`config.mk`:
```
export PLATFORM = sky130hd
export DESIGN_NAME = vga_line_buffer
export DESIGN_NICKNAME = d
export VERILOG_FILES = /design/src/hdl/vga_pixel_pkg.sv /design/src/hdl/vga_line_buffer.sv
export VERILOG_INCLUDE_DIRS = /design/src /design/src/hdl
export SDC_FILE = /design/constraint.sdc
export NUM_CORES = 1
export LEC_CHECK = 0
export ABC_AREA = 1
export BUFFER_PORTS_ARGS = -buffer_cell sky130_fd_sc_hd__buf_2
export CAP_MARGIN = 40
export CORE_UTILIZATION = 55
export CTS_BUF_LIST = sky130_fd_sc_hd__clkbuf_4 sky130_fd_sc_hd__clkbuf_8
export CTS_CLUSTER_DIAMETER = 200
export DETAILED_ROUTE_END_ITERATION = 6
export PLACE_DENSITY = 0.72
export SYNTH_ARGS = -nofsm -noshare
export SYNTH_HDL_FRONTEND = slang
export SYNTH_SLANG_ARGS = --single-unit
```
`constraint.sdc`:
```
create_clock -name clk_i -period 2.29 [get_ports clk_i]
set_clock_uncertainty 0.15 [all_clocks]
set_input_delay 0.3435 -clock clk_i [delete_from_list [all_inputs] [get_ports clk_i]]
set_output_delay 0.3435 -clock clk_i [all_outputs]
set_load 0.1 [all_outputs]
```
`src/hdl/vga_config.svh`:
```
`ifndef VGA_CONFIG_SVH
`define VGA_CONFIG_SVH

// horizontal timing in clocks, active area first
`define VGA_H_ACTIVE 16
`define VGA_H_FRONT  4
`define VGA_H_SYNC   8
`define VGA_H_BACK   36
`define VGA_H_TOTAL  (`VGA_H_ACTIVE + `VGA_H_FRONT + `VGA_H_SYNC + `VGA_H_BACK)

// vertical timing in lines
`define VGA_V_ACTIVE 4
`define VGA_V_FRONT  1
`define VGA_V_SYNC   2
`define VGA_V_BACK   1
`define VGA_V_TOTAL  (`VGA_V_ACTIVE + `VGA_V_FRONT + `VGA_V_SYNC + `VGA_V_BACK)

// slave word offsets, palette sits below 9'h100
`define VGA_REG_BASE 9'h100
`define VGA_REG_MODE 9'h101

`define VGA_BASE_RESET 32'h0000_1000

`endif

```
`src/hdl/vga_pixel_pkg.sv`:
```
package vga_pixel_pkg;

  typedef struct packed {
    logic [7:0] r;
    logic [7:0] g;
    logic [7:0] b;
  } rgb_t;

  typedef struct packed {
    logic [29:0] reserved;
    logic        double_en;
    logic        enable;
  } mode_reg_t;

  // palette view of a slave write word
  typedef struct packed {
    logic [7:0] unused;
    rgb_t       rgb;
  } pal_word_t;

  // one write word, decoded by target address
  typedef union packed {
    pal_word_t pal;
    mode_reg_t mode;
  } cfg_word_u;

  // line number is in source lines, already halved in double mode
  typedef struct packed {
    logic       valid;
    logic [9:0] line_num;
  } line_req_t;

endpackage

```
`src/hdl/vga_line_buffer.sv`:
```
`timescale 1ns/1ps
`include "vga_config.svh"

module vga_line_buffer (
  input  logic                clk_i,
  input  logic                wr_en_i,
  input  logic                wr_bank_i,
  input  logic [3:0]          wr_addr_i,
  input  vga_pixel_pkg::rgb_t wr_rgb_i,
  input  logic                rd_bank_i,
  input  logic [3:0]          rd_addr_i,
  output vga_pixel_pkg::rgb_t rd_rgb_o
);

  // bank select is the top address bit
  vga_pixel_pkg::rgb_t mem [2 * `VGA_H_ACTIVE];

  always_ff @(posedge clk_i) begin
    if (wr_en_i)
      mem[{wr_bank_i, wr_addr_i}] <= wr_rgb_i;
  end

  always_ff @(posedge clk_i) begin
    rd_rgb_o <= mem[{rd_bank_i, rd_addr_i}];
  end

endmodule

```
==> results_dict.tcl <==
set metrics [dict create \
    h-tree-depth 3 \
    use_met1_pct 37.78 \
    final_common_cell "nand2_1" \
    num_rows 87 \
    die_w_um 242.3 \
    synthToLayoutAreaGrowth_pct 13.96 \
    synth-simple-area-share_pct 22.41 \
    slowest_delay_ns 0.52 \
    grt_pass1_wl_mm 123.8 \
    wl_mm 81.25 \
    worstRegToRegCells 8 \
    clock_sinks 792 \
    end_kind "primary output" \
    r2r-start "mem[24][13]" \
    routabilityCongestion 0.7939 \
    drive_gt1_share_pct 13.58 \
    relSlewSlack_pct 55.84 \
    viasPerCell 5.775 \
    synth_mux_area_share_pct 0 \
    cts-buffers-inserted 119 \
    critPathRequiredTime_ns 1.80 \
    cts_tree "done" \
    nets 2833 \
    seqCellArea_um2 23540 \
    worst-r2r-setup-slack_ns 0.93 \
    post_cts_buffers 0 \
    post-route-period-util_pct 98.16 \
    grt_max_degree 88 \
    grt_busiest_layer "met2" \
    powerDensity_nw_per_um2 841.1 \
    status "finished clean" \
    clkTransAtPathRegs_ns 0.07 \
    cap_violations 0 \
    synth-adder-area-share_pct 0 \
    die_h_um 242.3 \
    final-hold-violation-count 0 \
    ys_ff_latch 792 \
    hold_path_depth 6 \
    ant_nets 0 \
    report.power.total_uw 30440 \
    seq_area_frac_synth_pct 74.13 \
    dr.pass1.iters 5 \
    crit_slowest_cell "dfxtp_1" \
    critical_path.max_fanout 1 \
    start_kind "register" \
    vias 21130 \
    wire_per_inst_um 22.21 \
    io_pins 60 \
    grtUsageMet2_pct 45.64 \
    path_buf_inv 1 \
    peakVddDrop_v 0.0005045 \
    antenna_found_initial 2 \
    synth_cell_type_count 14 \
    rsz0062_at_grt "false" \
    cts-root-buf "clkbuf_8" \
    crit_start "rd_rgb_o[11]" \
    met3_usage_pct 4.752 \
    fmax_mhz 444.9 \
    port_buffers 59 \
    drt_iter0_drc 2272 \
    reg2reg_to "rd_rgb_o[13]" \
    worst_ep_arrival_time_ns 1.75 \
    synth_top_family_by_area "simple AND/OR/NAND/NOR gates" \
    start_util_pct 56.00 \
    cp_cell_sequence "buf_2" \
    overflow 0 \
    first_global_vias 20750 \
    tightestPinTransition_ns 0.6624 \
    cp.depth 1 \
    design.core.area_um2 56710 \
    synth_nets 2701 \
    setup_viol 0 \
    grtUsageTotal_pct 27.99 \
    mostFrequentLayoutCells "1,080 x nand2_1, 768 x edfxtp_1, 588 x nand3_1" \
    crit_type "register to primary output" \
    crit_end "rd_rgb_o[11]" \
    multi_input_area_um2 7197 \
    tns_ns 0 \
    postSynthCellCount 2665 \
    slew_violations 0 \
    yosysWarnings 0 \
    hpwl_mm 43.46 \
    syn_avg_cell_area_um2 11.92 \
    path_delay_family "flip-flops" \
    clock_latency_ns 0.73 \
    leakagePower_uw 0.01347 \
    num-fill-cells 4161 \
    drc_errors 0 \
    cts_buffer_depth 3 \
    min_period_ns 2.248 \
    die-area_um2 58710 \
    synth-xor-area-share_pct 0 \
    syn_area_um2 31760 \
    hold_path_class "input pin to register" \
    synth_compound_area_share_pct 0 \
]
[report_power, final]
part / total [uW] / internal, uW / switching, uW
clock: 11900 / 6570 / 5360
combinational: 2280 / 575 / 1700
sequential: 16200 / 16100 / 124
total: 30400 / 23300 / 7190
[worst min-delay path by stage]
stage | slack, ns | start | to
global route | 0.16 | rd_addr_i[3] | rd_rgb_o[11]
global placement | 0.57 | mem[2][11] | rd_rgb_o[11]
floorplan | 0.29 | wr_rgb_i[0] | mem[0][0]
CTS | 0.1 | rd_addr_i[3] | rd_rgb_o[21]
detailed placement | 0.59 | mem[22][7] | rd_rgb_o[7]
finish | 0.14 | rd_addr_i[3] | rd_rgb_o[21]
[metal layers]
layer / wire length (um) / vias up
met4: 2641 / 4
met2: 38760 / 1158
met3: 8188 / 178
met1: 31520 / 10180
li1: - / 9602
met5: 129 / -
[area by class of cell]
class	instances	share of cell area [%]
multi-input cells	1700	19.88
flip-flops and latches	792	65.05
diodes	1	0.006914
repair buffers	174	5.313
well taps	756	2.613
clock buffers	189	6.323
inverters	10	0.1590
clock inverters	36	0.6534
[logic make-up after synthesis]
group / count (synthesis)
buf+inv: 173
simple gates: 1700
flops: 792
[synth_stat cells]
| library cell | count | area (um^2) |
|---|---|---|
| edfxtp_1 | 768 | 23060 |
| buf_2 | 99 | 495.5 |
| nand3_1 | 588 | 2943 |
| inv_2 | 2 | 7.510 |
| buf_6 | 38 | 427.9 |
| clkbuf_1 | 13 | 48.80 |
| buf_1 | 5 | 18.77 |
| nor2_1 | 32 | 120.1 |
| buf_4 | 7 | 52.55 |
| inv_1 | 7 | 26.28 |
| buf_8 | 1 | 15.01 |
| nand2_1 | 1080 | 4054 |
| dfxtp_1 | 24 | 480.5 |
| inv_6 | 1 | 8.760 |
[flip-flops by register name, indices dropped and copies added (netlist names)]
register and cells:
mem 768, rd_rgb_o 24
[through the flow]
stage               worst slack [ns]  utilization (%)  area [um^2]  std cells  hold slack [ns]
detailed placement            0.2721            58.91        33410       3407           0.5897
CTS                          0.03053            63.81        36190       3657          0.09558
global placement              0.2983            58.91        33410       3407           0.5652
finish                       0.04207            63.82        36190       3658           0.1445
global route                 0.04405            63.81        36190       3657           0.1647
floorplan                    0.06688                -        31760       2665           0.2924
[repair_timing]
item                                    in CTS  in global routing
endpoints found under the setup margin       2                  1
hold buffers                                25                  0
hold endpoints to repair                   704                  0
resized for setup                            2                  1
Power figures use the tool's default switching activity.
