## config.mk

```make
export PLATFORM = sky130hd
export DESIGN_NAME = vga_scanout
export DESIGN_NICKNAME = d
export VERILOG_FILES = /design/src/hdl/vga_pixel_pkg.sv /design/src/hdl/vga_scanout.sv
export VERILOG_INCLUDE_DIRS = /design/src /design/src/hdl
export SDC_FILE = /design/constraint.sdc
export NUM_CORES = 1
export LEC_CHECK = 0
export BUFFER_PORTS_ARGS = -buffer_cell sky130_fd_sc_hd__buf_4
export CORE_ASPECT_RATIO = 0.8
export CORE_UTILIZATION = 25
export CTS_CLUSTER_DIAMETER = 60
export DETAILED_ROUTE_END_ITERATION = 8
export PLACE_DENSITY = 0.49
export SETUP_SLACK_MARGIN = 0.4
export SYNTH_ARGS = -nofsm -noshare
export SYNTH_HDL_FRONTEND = slang
export SYNTH_SLANG_ARGS = --single-unit
```

## constraint.sdc

```tcl
create_clock -name clk_i -period 2.15 [get_ports clk_i]
set_input_delay 0.43 -clock clk_i [delete_from_list [all_inputs] [get_ports clk_i]]
set_output_delay 0.43 -clock clk_i [all_outputs]
set_load 0.03 [all_outputs]
```

## src/hdl/vga_config.svh

```systemverilog
`ifndef VGA_CONFIG_SVH
`define VGA_CONFIG_SVH

// horizontal timing in clocks, active area first
`define VGA_H_ACTIVE 16
`define VGA_H_FRONT  4
`define VGA_H_SYNC   8
`define VGA_H_BACK   36
`define VGA_H_TOTAL  (`VGA_H_ACTIVE + `VGA_H_FRONT + `VGA_H_SYNC + `VGA_H_BACK)

// vertical timing in lines
`define VGA_V_ACTIVE 4
`define VGA_V_FRONT  1
`define VGA_V_SYNC   2
`define VGA_V_BACK   1
`define VGA_V_TOTAL  (`VGA_V_ACTIVE + `VGA_V_FRONT + `VGA_V_SYNC + `VGA_V_BACK)

// slave word offsets, palette sits below 9'h100
`define VGA_REG_BASE 9'h100
`define VGA_REG_MODE 9'h101

`define VGA_BASE_RESET 32'h0000_1000

`endif

```

## src/hdl/vga_pixel_pkg.sv

```systemverilog
package vga_pixel_pkg;

  typedef struct packed {
    logic [7:0] r;
    logic [7:0] g;
    logic [7:0] b;
  } rgb_t;

  typedef struct packed {
    logic [29:0] reserved;
    logic        double_en;
    logic        enable;
  } mode_reg_t;

  // palette view of a slave write word
  typedef struct packed {
    logic [7:0] unused;
    rgb_t       rgb;
  } pal_word_t;

  // one write word, decoded by target address
  typedef union packed {
    pal_word_t pal;
    mode_reg_t mode;
  } cfg_word_u;

  // line number is in source lines, already halved in double mode
  typedef struct packed {
    logic       valid;
    logic [9:0] line_num;
  } line_req_t;

endpackage

```

## src/hdl/vga_scanout.sv

```systemverilog
`timescale 1ns/1ps
`include "vga_config.svh"

module vga_scanout (
  input  logic                     clk_i,
  input  logic                     rst_i,
  input  vga_pixel_pkg::mode_reg_t mode_i,
  output vga_pixel_pkg::line_req_t req_o,
  output logic                     bank_o,
  output logic                     rd_bank_o,
  output logic [3:0]               rd_addr_o,
  input  vga_pixel_pkg::rgb_t      rd_rgb_i,
  output logic                     hs_o,
  output logic                     vs_o,
  output logic                     blank_n_o,
  output vga_pixel_pkg::rgb_t      rgb_o
);

  localparam int H_TOTAL  = `VGA_H_TOTAL;
  localparam int V_TOTAL  = `VGA_V_TOTAL;
  localparam int HS_START = `VGA_H_ACTIVE + `VGA_H_FRONT;
  localparam int VS_START = `VGA_V_ACTIVE + `VGA_V_FRONT;

  logic [$clog2(H_TOTAL)-1:0] h_cnt_q;
  logic [$clog2(V_TOTAL)-1:0] v_cnt_q;
  logic [9:0]                 next_y;
  logic                       hs_n;
  logic                       vs_n;
  logic                       active;
  logic                       hs_d;
  logic                       vs_d;
  logic                       act_d;

  always_ff @(posedge clk_i or posedge rst_i) begin
    if (rst_i) begin
      h_cnt_q <= '0;
      v_cnt_q <= '0;
    end else if (h_cnt_q == H_TOTAL - 1) begin
      h_cnt_q <= '0;
      v_cnt_q <= (v_cnt_q == V_TOTAL - 1) ? '0 : v_cnt_q + 1'b1;
    end else begin
      h_cnt_q <= h_cnt_q + 1'b1;
    end
  end

  assign hs_n   = !(h_cnt_q >= HS_START && h_cnt_q < HS_START + `VGA_H_SYNC);
  assign vs_n   = !(v_cnt_q >= VS_START && v_cnt_q < VS_START + `VGA_V_SYNC);
  assign active = (h_cnt_q < `VGA_H_ACTIVE) && (v_cnt_q < `VGA_V_ACTIVE);

  // request the following visible line one line ahead
  assign next_y = (v_cnt_q == V_TOTAL - 1) ? '0 : 10'(v_cnt_q) + 10'd1;
  assign req_o.valid = (h_cnt_q == 0) &&
                       (v_cnt_q == V_TOTAL - 1 || v_cnt_q < `VGA_V_ACTIVE - 1);
  assign req_o.line_num = mode_i.double_en ? (next_y >> 1) : next_y;
  assign bank_o = next_y[0];

  assign rd_bank_o = v_cnt_q[0];
  assign rd_addr_o = mode_i.double_en ? 4'(h_cnt_q >> 1) : 4'(h_cnt_q);

  // stage one waits for the buffer read, stage two drives the pins
  always_ff @(posedge clk_i or posedge rst_i) begin
    if (rst_i) begin
      hs_d      <= 1'b1;
      vs_d      <= 1'b1;
      act_d     <= 1'b0;
      hs_o      <= 1'b1;
      vs_o      <= 1'b1;
      blank_n_o <= 1'b0;
      rgb_o     <= '0;
    end else begin
      hs_d      <= hs_n;
      vs_d      <= vs_n;
      act_d     <= active;
      hs_o      <= hs_d;
      vs_o      <= vs_d;
      blank_n_o <= act_d;
      rgb_o     <= act_d ? rd_rgb_i : '0;
    end
  end

endmodule

```

==> out/metrics.csv <==
stage,metric,value,unit
run_status,outcome,"complete, no violations",
detailed_routing,Starting DRT DRC Count,14,
yosys,Seq cells post-synth,39,
power,VDD IR max,0.000200,V
placed_design,placer congestion estimate,0.756,
global_route,total routing usage reported by global routing,11.0,%
detailed_routing,detailed-route wire length per cell,11.7,µm
global_route,antenna violations before repair,0,
floorplanning,horizontal extent of the die,90.4,µm
detailed_routing,Routed met1 length,1520,µm
clock_tree,number of hold-repair buffers added at the cts stage,0,
final_layout,final cell count without fillers,279,
final_layout,relative area change from synthesis to final layout,51.0,%
clock_tree,Num CTS Buffers,5,
global_route,largest net degree at the start of global routing,40,
yosys,number of different library cells in the post-synthesis netlist,31,
floorplanning,standard-cell row count,25,
detailed_routing,uppermost signal routing layer after detailed routing,met4,
timing,worst max-slew margin expressed relative to the limit,61.4,%
timing,PnR worst setup slack,0.139,ns
timing,final worst path period share,93.5,%
final_layout,"commonest cells after routing, fill and taps aside","64 x buf_4, 29 x dfrtp_1, 24 x and2_1",
worst_setup_path,delay of the slowest cell on the worst path,0.44,ns
worst_hold_path,Hold/Removal Path Class,in2async,
timing,worst-margin pin slew,0.578,ns
timing,final period demand of the worst path,2.01,ns
final_layout,fraction of final layout cells sized beyond drive strength 1,53.0,%
worst_setup_path,worst-path cell with the longest stage delay,dfrtp_2,
detailed_routing,mean number of vias per cell,3.97,
detailed_routing,post-detailed-routing wire length,3280,µm
placed_design,placed wire-length estimate after detailed placement,2340,µm
timing,achievable frequency,0.497,GHz
clock_tree,master cell of the clock root buffer,clkbuf_8,
detailed_routing,overall via count from detail_route,1108,
yosys,sequential element share of the synthesized area,62.7,%
worst_setup_path,crit-path most repeated cell,ha_4,
yosys,count of flip-flops with a built-in enable after synthesis,0,
timing,Final Hold Vio Count,0,
clock_tree,clock tree from TritonCTS,done,
power,Pleak,1.17,nW
worst_setup_path,maximum fanout along the worst path,3,
final_layout,number of antenna diodes,0,
yosys,ys async rst share,100,%
timing,aggregate negative setup slack,0,ns
floorplanning,area of the die,6580,µm²
final_layout,most frequent standard cell in the layout excluding fill and tap cells,buf_4,
clock_tree,number of levels in the clock H-tree,2,
clock_tree,latest clock arrival within the worst-skew pair,0.28,ns
worst_setup_path,startpoint kind of the worst setup timing path,flip-flop,
timing,setup repair after global routing missed its margin,yes,
clock_tree,buffer levels on the longest clock path,2,
job,Max Cap Violations,0,
yosys,count of mapped cells out of synthesis,125,
detailed_routing,residual antenna-violating net count after detailed routing,0,
timing,final setup violation count,0,
final_layout,fin nets,260,
power,"Power, Total",1.28,mW
yosys,average cell area after synthesis,12.5,µm²
floorplanning,placeable core region,5970,µm²
detailed_routing,amount of wire on met2 after detailed routing,1460,µm
worst_setup_path,Worst setup EP type,output pin,
global_route,"Remaining Overflow, GRT",0,
yosys,flip-flop cell with the highest count after synthesis,dfrtp_1,
clock_tree,Worst-path clk slew,0.07,ns
placed_design,Place WS,0.307,ns
worst_setup_path,type of the worst setup path,reg2out,
worst_setup_path,arrival time of the worst setup path,1.58,ns
floorplanning,Die Y,72.7,µm
worst_setup_path,data required time at the worst endpoint,1.72,ns
timing,Max Slew Vio Count,0,
clock_tree,CTS sink count,39,
detailed_routing,length of routed met3 wiring,269,µm
timing,largest clock skew in the final design,0.00137,ns
worst_setup_path,cells along the critical path,"ha_4, ha_4, nor3b_4, nor2b_4, buf_6",
floorplanning,starting density of the core,26.2,%
global_route,global-route wire length before repair,5600,µm
placed_design,"number of placed instances, taps included",265,
placed_design,count of buffers inserted at the top-level ports,64,
yosys,Syn. warnings,0,
yosys,cell area after synthesis,1560,µm²
global_route,vias in the first global route,1167,
floorplanning,I/O pin cnt,102,
power,power per unit of standard cell area,544,nW/µm²
detailed_routing,DRC Markers,0,
detailed_routing,Pre-Repair DR Iteration Count,2,
-- final cells by class --
cell class	count	area, µm²
fill	576	3610
clock buffer	6	72.6
inverter	4	15.0
multi-input combinational	76	603
sequential	39	988
clock inverter	2	12.5
tap	81	101
timing repair buffer	71	568
-- where the power goes --
| part | switching, mW | internal (mW) | total (mW) |
|---|---|---|---|
| Sequential | 0 | 0.734 | 0.734 |
| Combinational | 0.0450 | 0.0378 | 0.0829 |
| Clock | 0.241 | 0.226 | 0.467 |
| Total | 0.286 | 0.998 | 1.28 |
-- synth_stat cells (2+ instances only) --
master     n  share of area [%]
a21oi_1    3               0.96
mux2_4     2                1.9
and2_1    24                9.6
clkbuf_1   2               0.48
ha_1       5                4.0
o21ai_0    4                1.3
nand2_1    6                1.4
mux2_2     2                1.4
dfrtp_1   35                 56
xor2_1     3                1.7
inv_1      4               0.96
dfstp_2    4                6.7
nand3_1    3               0.96
nor2_1     4               0.96
buf_4      8                3.8
-- stage by stage --
step	util, %	cell area [µm²]	hold slack (ns)
after floorplan	-	1640	0.345
after global placement	36.1	2160	0.347
after detailed placement	36.1	2160	0.348
after CTS	38.8	2320	0.276
after global routing	39.5	2360	0.308
final	39.5	2360	0.264
-- routing by layer --
metal  track usage [%]  vias up
li1                  -      534
met4              4.30        0
met5                 0        -
met3              4.38        4
met2              17.6       56
met1              13.6      514
-- registers in the layout, indices dropped and copies added (netlist names) --
name,count
act_d,1
blank_n_o,1
h_cnt_q,6
hs_d,1
hs_o,1
rgb_o,24
v_cnt_q,3
vs_d,1
vs_o,1
-- timing repair --
action                                  4_1_cts  5_1_grt
endpoints found under the hold margin         0        0
pin swaps                                     3        4
endpoints found under the setup margin        6        7
buffers inserted                              3        3
resized for setup                            11        7
-- critical path, delay by kind of cell (launching register included) --
family | cells | cell delay [ns]
and+or+nand+nor | 2 | 0.38
buffers and inverters | 1 | 0.13
adders and majority gates | 2 | 0.35
DFF | 1 | 0.44
-- worst paths after layout --
path,end,startpoint,cells past startpoint,slack [ns]
max,req_o[3],v_cnt_q[0]$_DFFE_PP0N_,5,0.14
min,rgb_o[21]$_DFF_PP0_,rst_i,3,0.26
max reg2reg,v_cnt_q[0]$_DFFE_PP0N_,h_cnt_q[1]$_DFF_PP0_,4,0.76
min reg2reg,vs_o$_DFF_PP1_,vs_d$_DFF_PP1_,0,0.36
max in group asynchronous,h_cnt_q[2]$_DFF_PP0_,rst_i,3,1.53
min in group clk_i,rgb_o[21]$_DFF_PP0_,rd_rgb_i[21],2,0.36
-- logic make-up (layout without fill, tap and decap cells) --
kind of cell    Yosys count  count (layout)  share of synthesized area (%)
xor+xnor                  4               4                           2.24
compound gates            9               9                           3.28
mux                       6               6                           4.72
other cells               1               6                          0.240
simple gates             46              46                           17.2
buf+inv                  15              83                           5.60
flops                    39              39                           62.7
fa+ha+maj                 5               5                           4.00
Power figures use the tool's default switching activity.
