$ cat config.mk
export PLATFORM = sky130hd
export DESIGN_NAME = vga_line_fetch
export DESIGN_NICKNAME = d
export VERILOG_FILES = /design/src/hdl/vga_pixel_pkg.sv /design/src/hdl/wb_pkg.sv /design/src/hdl/vga_line_fetch.sv
export VERILOG_INCLUDE_DIRS = /design/src /design/src/hdl
export SDC_FILE = /design/constraint.sdc
export NUM_CORES = 1
export LEC_CHECK = 0
export ABC_AREA = 1
export BUFFER_PORTS_ARGS = -buffer_cell sky130_fd_sc_hd__buf_4
export CAP_MARGIN = 20
export CORE_AREA = 2 2 114 127
export CTS_BUF_LIST = sky130_fd_sc_hd__clkbuf_2 sky130_fd_sc_hd__clkbuf_4 sky130_fd_sc_hd__clkbuf_8
export CTS_CLUSTER_SIZE = 24
export DETAILED_ROUTE_END_ITERATION = 10
export DIE_AREA = 0 0 116 129
export HOLD_SLACK_MARGIN = 0.06
export PLACE_DENSITY = 0.82
export SLEW_MARGIN = 20
export SYNTH_ARGS = -nofsm -noshare
export SYNTH_HDL_FRONTEND = slang
export SYNTH_SLANG_ARGS = --single-unit
$ cat constraint.sdc
create_clock -name clk_i -period 3.65 [get_ports clk_i]
set_input_delay 0.5475 -clock clk_i [delete_from_list [all_inputs] [get_ports clk_i]]
set_output_delay 0.5475 -clock clk_i [all_outputs]
set_load 0.005 [all_outputs]
$ cat src/hdl/vga_config.svh
`ifndef VGA_CONFIG_SVH
`define VGA_CONFIG_SVH

// horizontal timing in clocks, active area first
`define VGA_H_ACTIVE 16
`define VGA_H_FRONT  4
`define VGA_H_SYNC   8
`define VGA_H_BACK   36
`define VGA_H_TOTAL  (`VGA_H_ACTIVE + `VGA_H_FRONT + `VGA_H_SYNC + `VGA_H_BACK)

// vertical timing in lines
`define VGA_V_ACTIVE 4
`define VGA_V_FRONT  1
`define VGA_V_SYNC   2
`define VGA_V_BACK   1
`define VGA_V_TOTAL  (`VGA_V_ACTIVE + `VGA_V_FRONT + `VGA_V_SYNC + `VGA_V_BACK)

// slave word offsets, palette sits below 9'h100
`define VGA_REG_BASE 9'h100
`define VGA_REG_MODE 9'h101

`define VGA_BASE_RESET 32'h0000_1000

`endif

$ cat src/hdl/vga_pixel_pkg.sv
package vga_pixel_pkg;

  typedef struct packed {
    logic [7:0] r;
    logic [7:0] g;
    logic [7:0] b;
  } rgb_t;

  typedef struct packed {
    logic [29:0] reserved;
    logic        double_en;
    logic        enable;
  } mode_reg_t;

  // palette view of a slave write word
  typedef struct packed {
    logic [7:0] unused;
    rgb_t       rgb;
  } pal_word_t;

  // one write word, decoded by target address
  typedef union packed {
    pal_word_t pal;
    mode_reg_t mode;
  } cfg_word_u;

  // line number is in source lines, already halved in double mode
  typedef struct packed {
    logic       valid;
    logic [9:0] line_num;
  } line_req_t;

endpackage

$ cat src/hdl/wb_pkg.sv
package wb_pkg;

  // master to slave, classic cycles only
  typedef struct packed {
    logic [31:0] adr;
    logic [31:0] dat;
    logic [3:0]  sel;
    logic        we;
    logic        cyc;
    logic        stb;
  } wb_m2s_t;

  // slave to master
  typedef struct packed {
    logic [31:0] dat;
    logic        ack;
  } wb_s2m_t;

endpackage

$ cat src/hdl/vga_line_fetch.sv
`timescale 1ns/1ps
`include "vga_config.svh"

module vga_line_fetch (
  input  logic                     clk_i,
  input  logic                     rst_i,
  input  vga_pixel_pkg::line_req_t req_i,
  input  logic                     bank_i,
  input  logic [31:0]              base_i,
  input  vga_pixel_pkg::mode_reg_t mode_i,
  output wb_pkg::wb_m2s_t          wb_o,
  input  wb_pkg::wb_s2m_t          wb_i,
  output logic [7:0]               pal_idx_o,
  input  vga_pixel_pkg::rgb_t      pal_rgb_i,
  output logic                     wr_en_o,
  output logic                     wr_bank_o,
  output logic [3:0]               wr_addr_o,
  output vga_pixel_pkg::rgb_t      wr_rgb_o
);

  localparam int WORDS = `VGA_H_ACTIVE / 4;

  typedef enum logic [1:0] {
    S_IDLE,
    S_BUS,
    S_LOOKUP,
    S_STORE
  } fetch_state_t;

  fetch_state_t state_q;
  logic         pend_q;
  logic [9:0]   pend_line_q;
  logic         pend_bank_q;
  logic [31:0]  line_adr_q;
  logic         bank_q;
  logic         black_q;
  logic         dbl_q;
  logic [1:0]   word_q;
  logic [1:0]   pix_q;
  logic [31:0]  idx_sr_q;
  logic         start;
  logic         last_word;

  assign start = (state_q == S_IDLE) && pend_q;
  // a doubled source line is half as long, a black line always covers the full width
  assign last_word = (dbl_q && !black_q) ? (word_q == 2'(WORDS/2 - 1))
                                         : (word_q == 2'(WORDS - 1));

  always_ff @(posedge clk_i or posedge rst_i) begin
    if (rst_i) begin
      state_q <= S_IDLE;
      pend_q  <= 1'b0;
      black_q <= 1'b0;
      dbl_q   <= 1'b0;
      word_q  <= '0;
      pix_q   <= '0;
    end else begin
      if (req_i.valid)
        pend_q <= 1'b1;
      else if (start)
        pend_q <= 1'b0;

      case (state_q)
        S_IDLE: begin
          if (start) begin
            word_q  <= '0;
            pix_q   <= '0;
            black_q <= !mode_i.enable;
            dbl_q   <= mode_i.double_en;
            state_q <= mode_i.enable ? S_BUS : S_STORE;
          end
        end
        S_BUS: begin
          if (wb_i.ack)
            state_q <= S_LOOKUP;
        end
        S_LOOKUP: begin
          pix_q   <= '0;
          state_q <= S_STORE;
        end
        S_STORE: begin
          pix_q <= pix_q + 2'd1;
          if (pix_q == 2'd3) begin
            if (last_word) begin
              state_q <= S_IDLE;
            end else begin
              word_q  <= word_q + 2'd1;
              state_q <= black_q ? S_STORE : S_BUS;
            end
          end
        end
        default: state_q <= S_IDLE;
      endcase
    end
  end

  always_ff @(posedge clk_i) begin
    if (req_i.valid) begin
      pend_line_q <= req_i.line_num;
      pend_bank_q <= bank_i;
    end
    if (start) begin
      bank_q <= pend_bank_q;
      if (mode_i.double_en)
        line_adr_q <= base_i + 32'(pend_line_q) * (`VGA_H_ACTIVE / 2);
      else
        line_adr_q <= base_i + 32'(pend_line_q) * `VGA_H_ACTIVE;
    end
    // indices leave from the top byte, one per clock
    if (state_q == S_BUS && wb_i.ack)
      idx_sr_q <= wb_i.dat;
    else if (state_q == S_LOOKUP || state_q == S_STORE)
      idx_sr_q <= idx_sr_q << 8;
  end

  always_comb begin
    wb_o     = '0;
    wb_o.adr = line_adr_q + (32'(word_q) << 2);
    wb_o.sel = 4'hf;
    wb_o.cyc = (state_q == S_BUS);
    wb_o.stb = (state_q == S_BUS);
  end

  // palette answers one clock later, so store lags the index by one
  assign pal_idx_o = idx_sr_q[31:24];
  assign wr_en_o   = (state_q == S_STORE);
  assign wr_bank_o = bank_q;
  assign wr_addr_o = {word_q, pix_q};
  assign wr_rgb_o  = black_q ? '0 : pal_rgb_i;

endmodule

==> flow_metrics.py <==
metrics = {
    "floorplan": {
        "rows": 45,
        "io_pins": 244,
        "fp.dieH_um": 129,
        "die_area_um2": 15000,
        "core_area_um2": 13600,
        "initial_core_util_pct": 51.5,
        "fp.dieW_um": 116,
    },
    "final_layout": {
        "area_growth_pct": 21.5,
        "num_antenna_cells": 0,
        "drive_above_1_share_pct": 22.8,
        "nets": 1283,
        "mostFrequentLayoutCell": "nand2_1",
        "mostFrequentLayoutCells": "nand2_1, buf_4, inv_1",
        "fin_util_pct": 62.6,
    },
    "synthesis": {
        "syn_area_per_cell_um2": 7.34,
        "yosysWarnings": 0,
        "synth_edf_count": 76,
        "synthCells": 956,
        "syn_area_um2": 7020,
        "ys_types": 44,
        "seq_area_frac_synth_pct": 35.7,
        "synthFlopType": "edfxtp_1",
        "async_flop_share_pct": 10.6,
        "ys_ff_latch": 85,
    },
    "cts": {
        "ctsResizeCount": 0,
        "clk_pin_slew_ns": 0.10,
        "htreeDepth": 3,
        "cts_buffer_depth": 2,
        "cts_setup_buffers": 0,
        "cts_hold_buf": 0,
        "numCtsBuffers": 9,
        "cts_tree": "yes",
        "clk_latency_ns": 0.37,
        "clock-sinks": 85,
        "cts_root_buf": "clkbuf_8",
    },
    "grt": {
        "grt_pass1_wl_um": 28200,
        "grt_start_max_net_pins": 35,
        "grt-ovfl-total": 0,
        "groute.usage.overall_pct": 23.8,
        "antenna_found_initial": 0,
        "grt_pass1_vias": 6153,
    },
    "sta": {
        "rsz0062_at_grt": "false",
        "setup_viol": 0,
        "worst_pin_slew_ns": 0.910,
        "fin_crit_sh_pct": 87.3,
        "relSlewSlack_pct": 39.3,
        "worst_slack_ns": 0.464,
        "skew_ns": 0.0161,
        "slew_violations": 0,
        "fmax_mhz": 314,
        "fin_crit_ns": 3.19,
        "hold_viol": 0,
        "finalSetupTns_ns": 0,
    },
    "critical_path": {
        "cp_data_arrival_time_ns": 2.64,
        "worst-endpoint-required_ns": 3.10,
        "critPathKind": "reg2out",
        "end_kind": "primary output",
        "worstSetupStartpointType": "flip-flop",
        "critical_path.most_common_cell": "nand2_1",
        "cp.depth": 9,
        "cp_cell_sequence": "ha_1 -> inv_1 -> fa_1 -> nor2_2 -> nand2_1 -> nor4_2 -> nand2_1 -> xnor2_1 -> buf_4",
        "cp_max_fo": 7,
        "rr_worst_depth": 11,
        "r2r-end": "line_adr_q[12]$_DFFE_PP_",
        "cp.buffers_inverters": 2,
        "r2r-start": "pend_line_q[0]$_DFFE_PP_",
        "critPathMaxStageDelay_ns": 0.46,
        "crit_family": "simple AND/OR/NAND/NOR gates",
        "cp_slowest_cell": "dfrtp_1",
        "crit_path_start": "word_q[0]$_DFFE_PP0P_",
        "rrSetupSlack_ns": 1.29,
    },
    "route": {
        "drtPass1Iterations": 6,
        "wirelength_um": 17400,
        "vias": 6477,
        "drtAntennaViolNets": 0,
        "routedWlPerCell_um": 13.2,
        "drtIter0Drc": 513,
        "drc": 0,
        "vias_per_cell": 4.93,
    },
    "pwr": {
        "power_density_nw_per_um2": 451,
        "p_leak_nw": 4.40,
        "ir_worst_vdd_uv": 217,
        "power_mw": 3.84,
    },
    "placement": {
        "pre_cts_ws_ns": 0.891,
        "gp_congestion": 0.952,
        "port_buffers": 176,
        "place_hpwl_um": 14300,
    },
    "hold_path": {
        "hp-class": "in2async",
    },
    "run_status": {
        "outcome": "finished, final reports clean",
    },
    "run": {
        "max_cap_viol_count": 0,
    },
}
[sequential cells by signal, summed over array words and instances, names as in the netlist, 2 cells and up]
name	flops
word_q	2
idx_sr_q	32
state_q	2
pend_line_q	10
pix_q	2
line_adr_q	32
[where the power goes]
part	total, mW	switching, mW	internal [mW]
sequential	1.62	0.170	1.45
clock	0.718	0.383	0.335
combinational	1.50	0.788	0.714
total	3.84	1.34	2.50
[synthesized netlist by cell type, drive strengths merged (2+ instances only)]
library cell,number,area share (%)
clkbuf,4,0.36
xor2,19,2.4
o21bai,4,0.43
nor2,109,7.0
o21ai,22,1.6
mux2,24,3.9
nor4,6,0.84
buf,55,5.6
inv,137,7.3
nand3,61,4.5
conb,2,0.11
nand3b,5,0.54
nor3,11,1.2
a21oi,19,1.4
nand2,322,18
fa,3,0.86
edfxtp,76,33
nand4,22,2.0
ha,23,4.1
xnor2,15,2.0
dfrtp,9,3.2
[layer usage]
metal	wire length [µm]	global-route usage, %	up-vias
li1	-	-	3304
met1	7110	29.4	2907
met3	1160	3.82	37
met4	434	9.73	0
met2	8710	41.5	229
met5	0	0	-
[cells by family after synthesis]
group | after synthesis | synth area share [%]
and+or+nand+nor | 537 | 33.6
AOI/OAI and AO/OA | 52 | 4.10
other | 2 | 0.107
muxes | 24 | 3.85
DFF | 85 | 35.7
buffers and inverters | 196 | 13.3
adders and majority gates | 26 | 4.96
xor gates and xnor gates | 34 | 4.35
[worst register-to-register path: stages, from the launching register on]
cell	delay, ns
edfxtp_1	0.37
ha_1	0.21
inv_1	0.07
fa_1	0.41
inv_1	0.14
nand3_1	0.08
nand3_1	0.19
nand2_1	0.08
nand2_1	0.13
xor2_1	0.15
nand2_1	0.06
o21ai_0	0.22
[metrics by stage]
step | cells | hold WS, ns | area [µm²]
global route | 1315 | 0.162 | 8520
finish | 1315 | 0.125 | 8520
CTS | 1315 | 0.117 | 8520
floorplan | 991 | 0.375 | 7150
detailed placement | 1299 | 0.431 | 8310
global placement | 1299 | 0.401 | 8310
[area by class of cell]
| class | instances | area (µm²) |
|---|---|---|
| fill | 1266 | 5100 |
| multi-input combinational | 710 | 3710 |
| sequential | 85 | 2510 |
| timing repair buffer | 179 | 1340 |
| inverter | 137 | 514 |
| tap | 188 | 235 |
| clock buffer | 9 | 124 |
| clock inverter | 7 | 91.3 |
[worst max path at each step]
stage	end	slack [ns]
3_3_place_gp	wb_o[69]	0.89
6_report	wb_o[69]	0.46
4_1_cts	wb_o[69]	0.45
5_1_grt	wb_o[65]	0.25
2_1_floorplan	dbl_q$_DFFE_PP0P_	0.97
3_5_place_dp	wb_o[69]	0.89
Power figures use the tool's default switching activity.
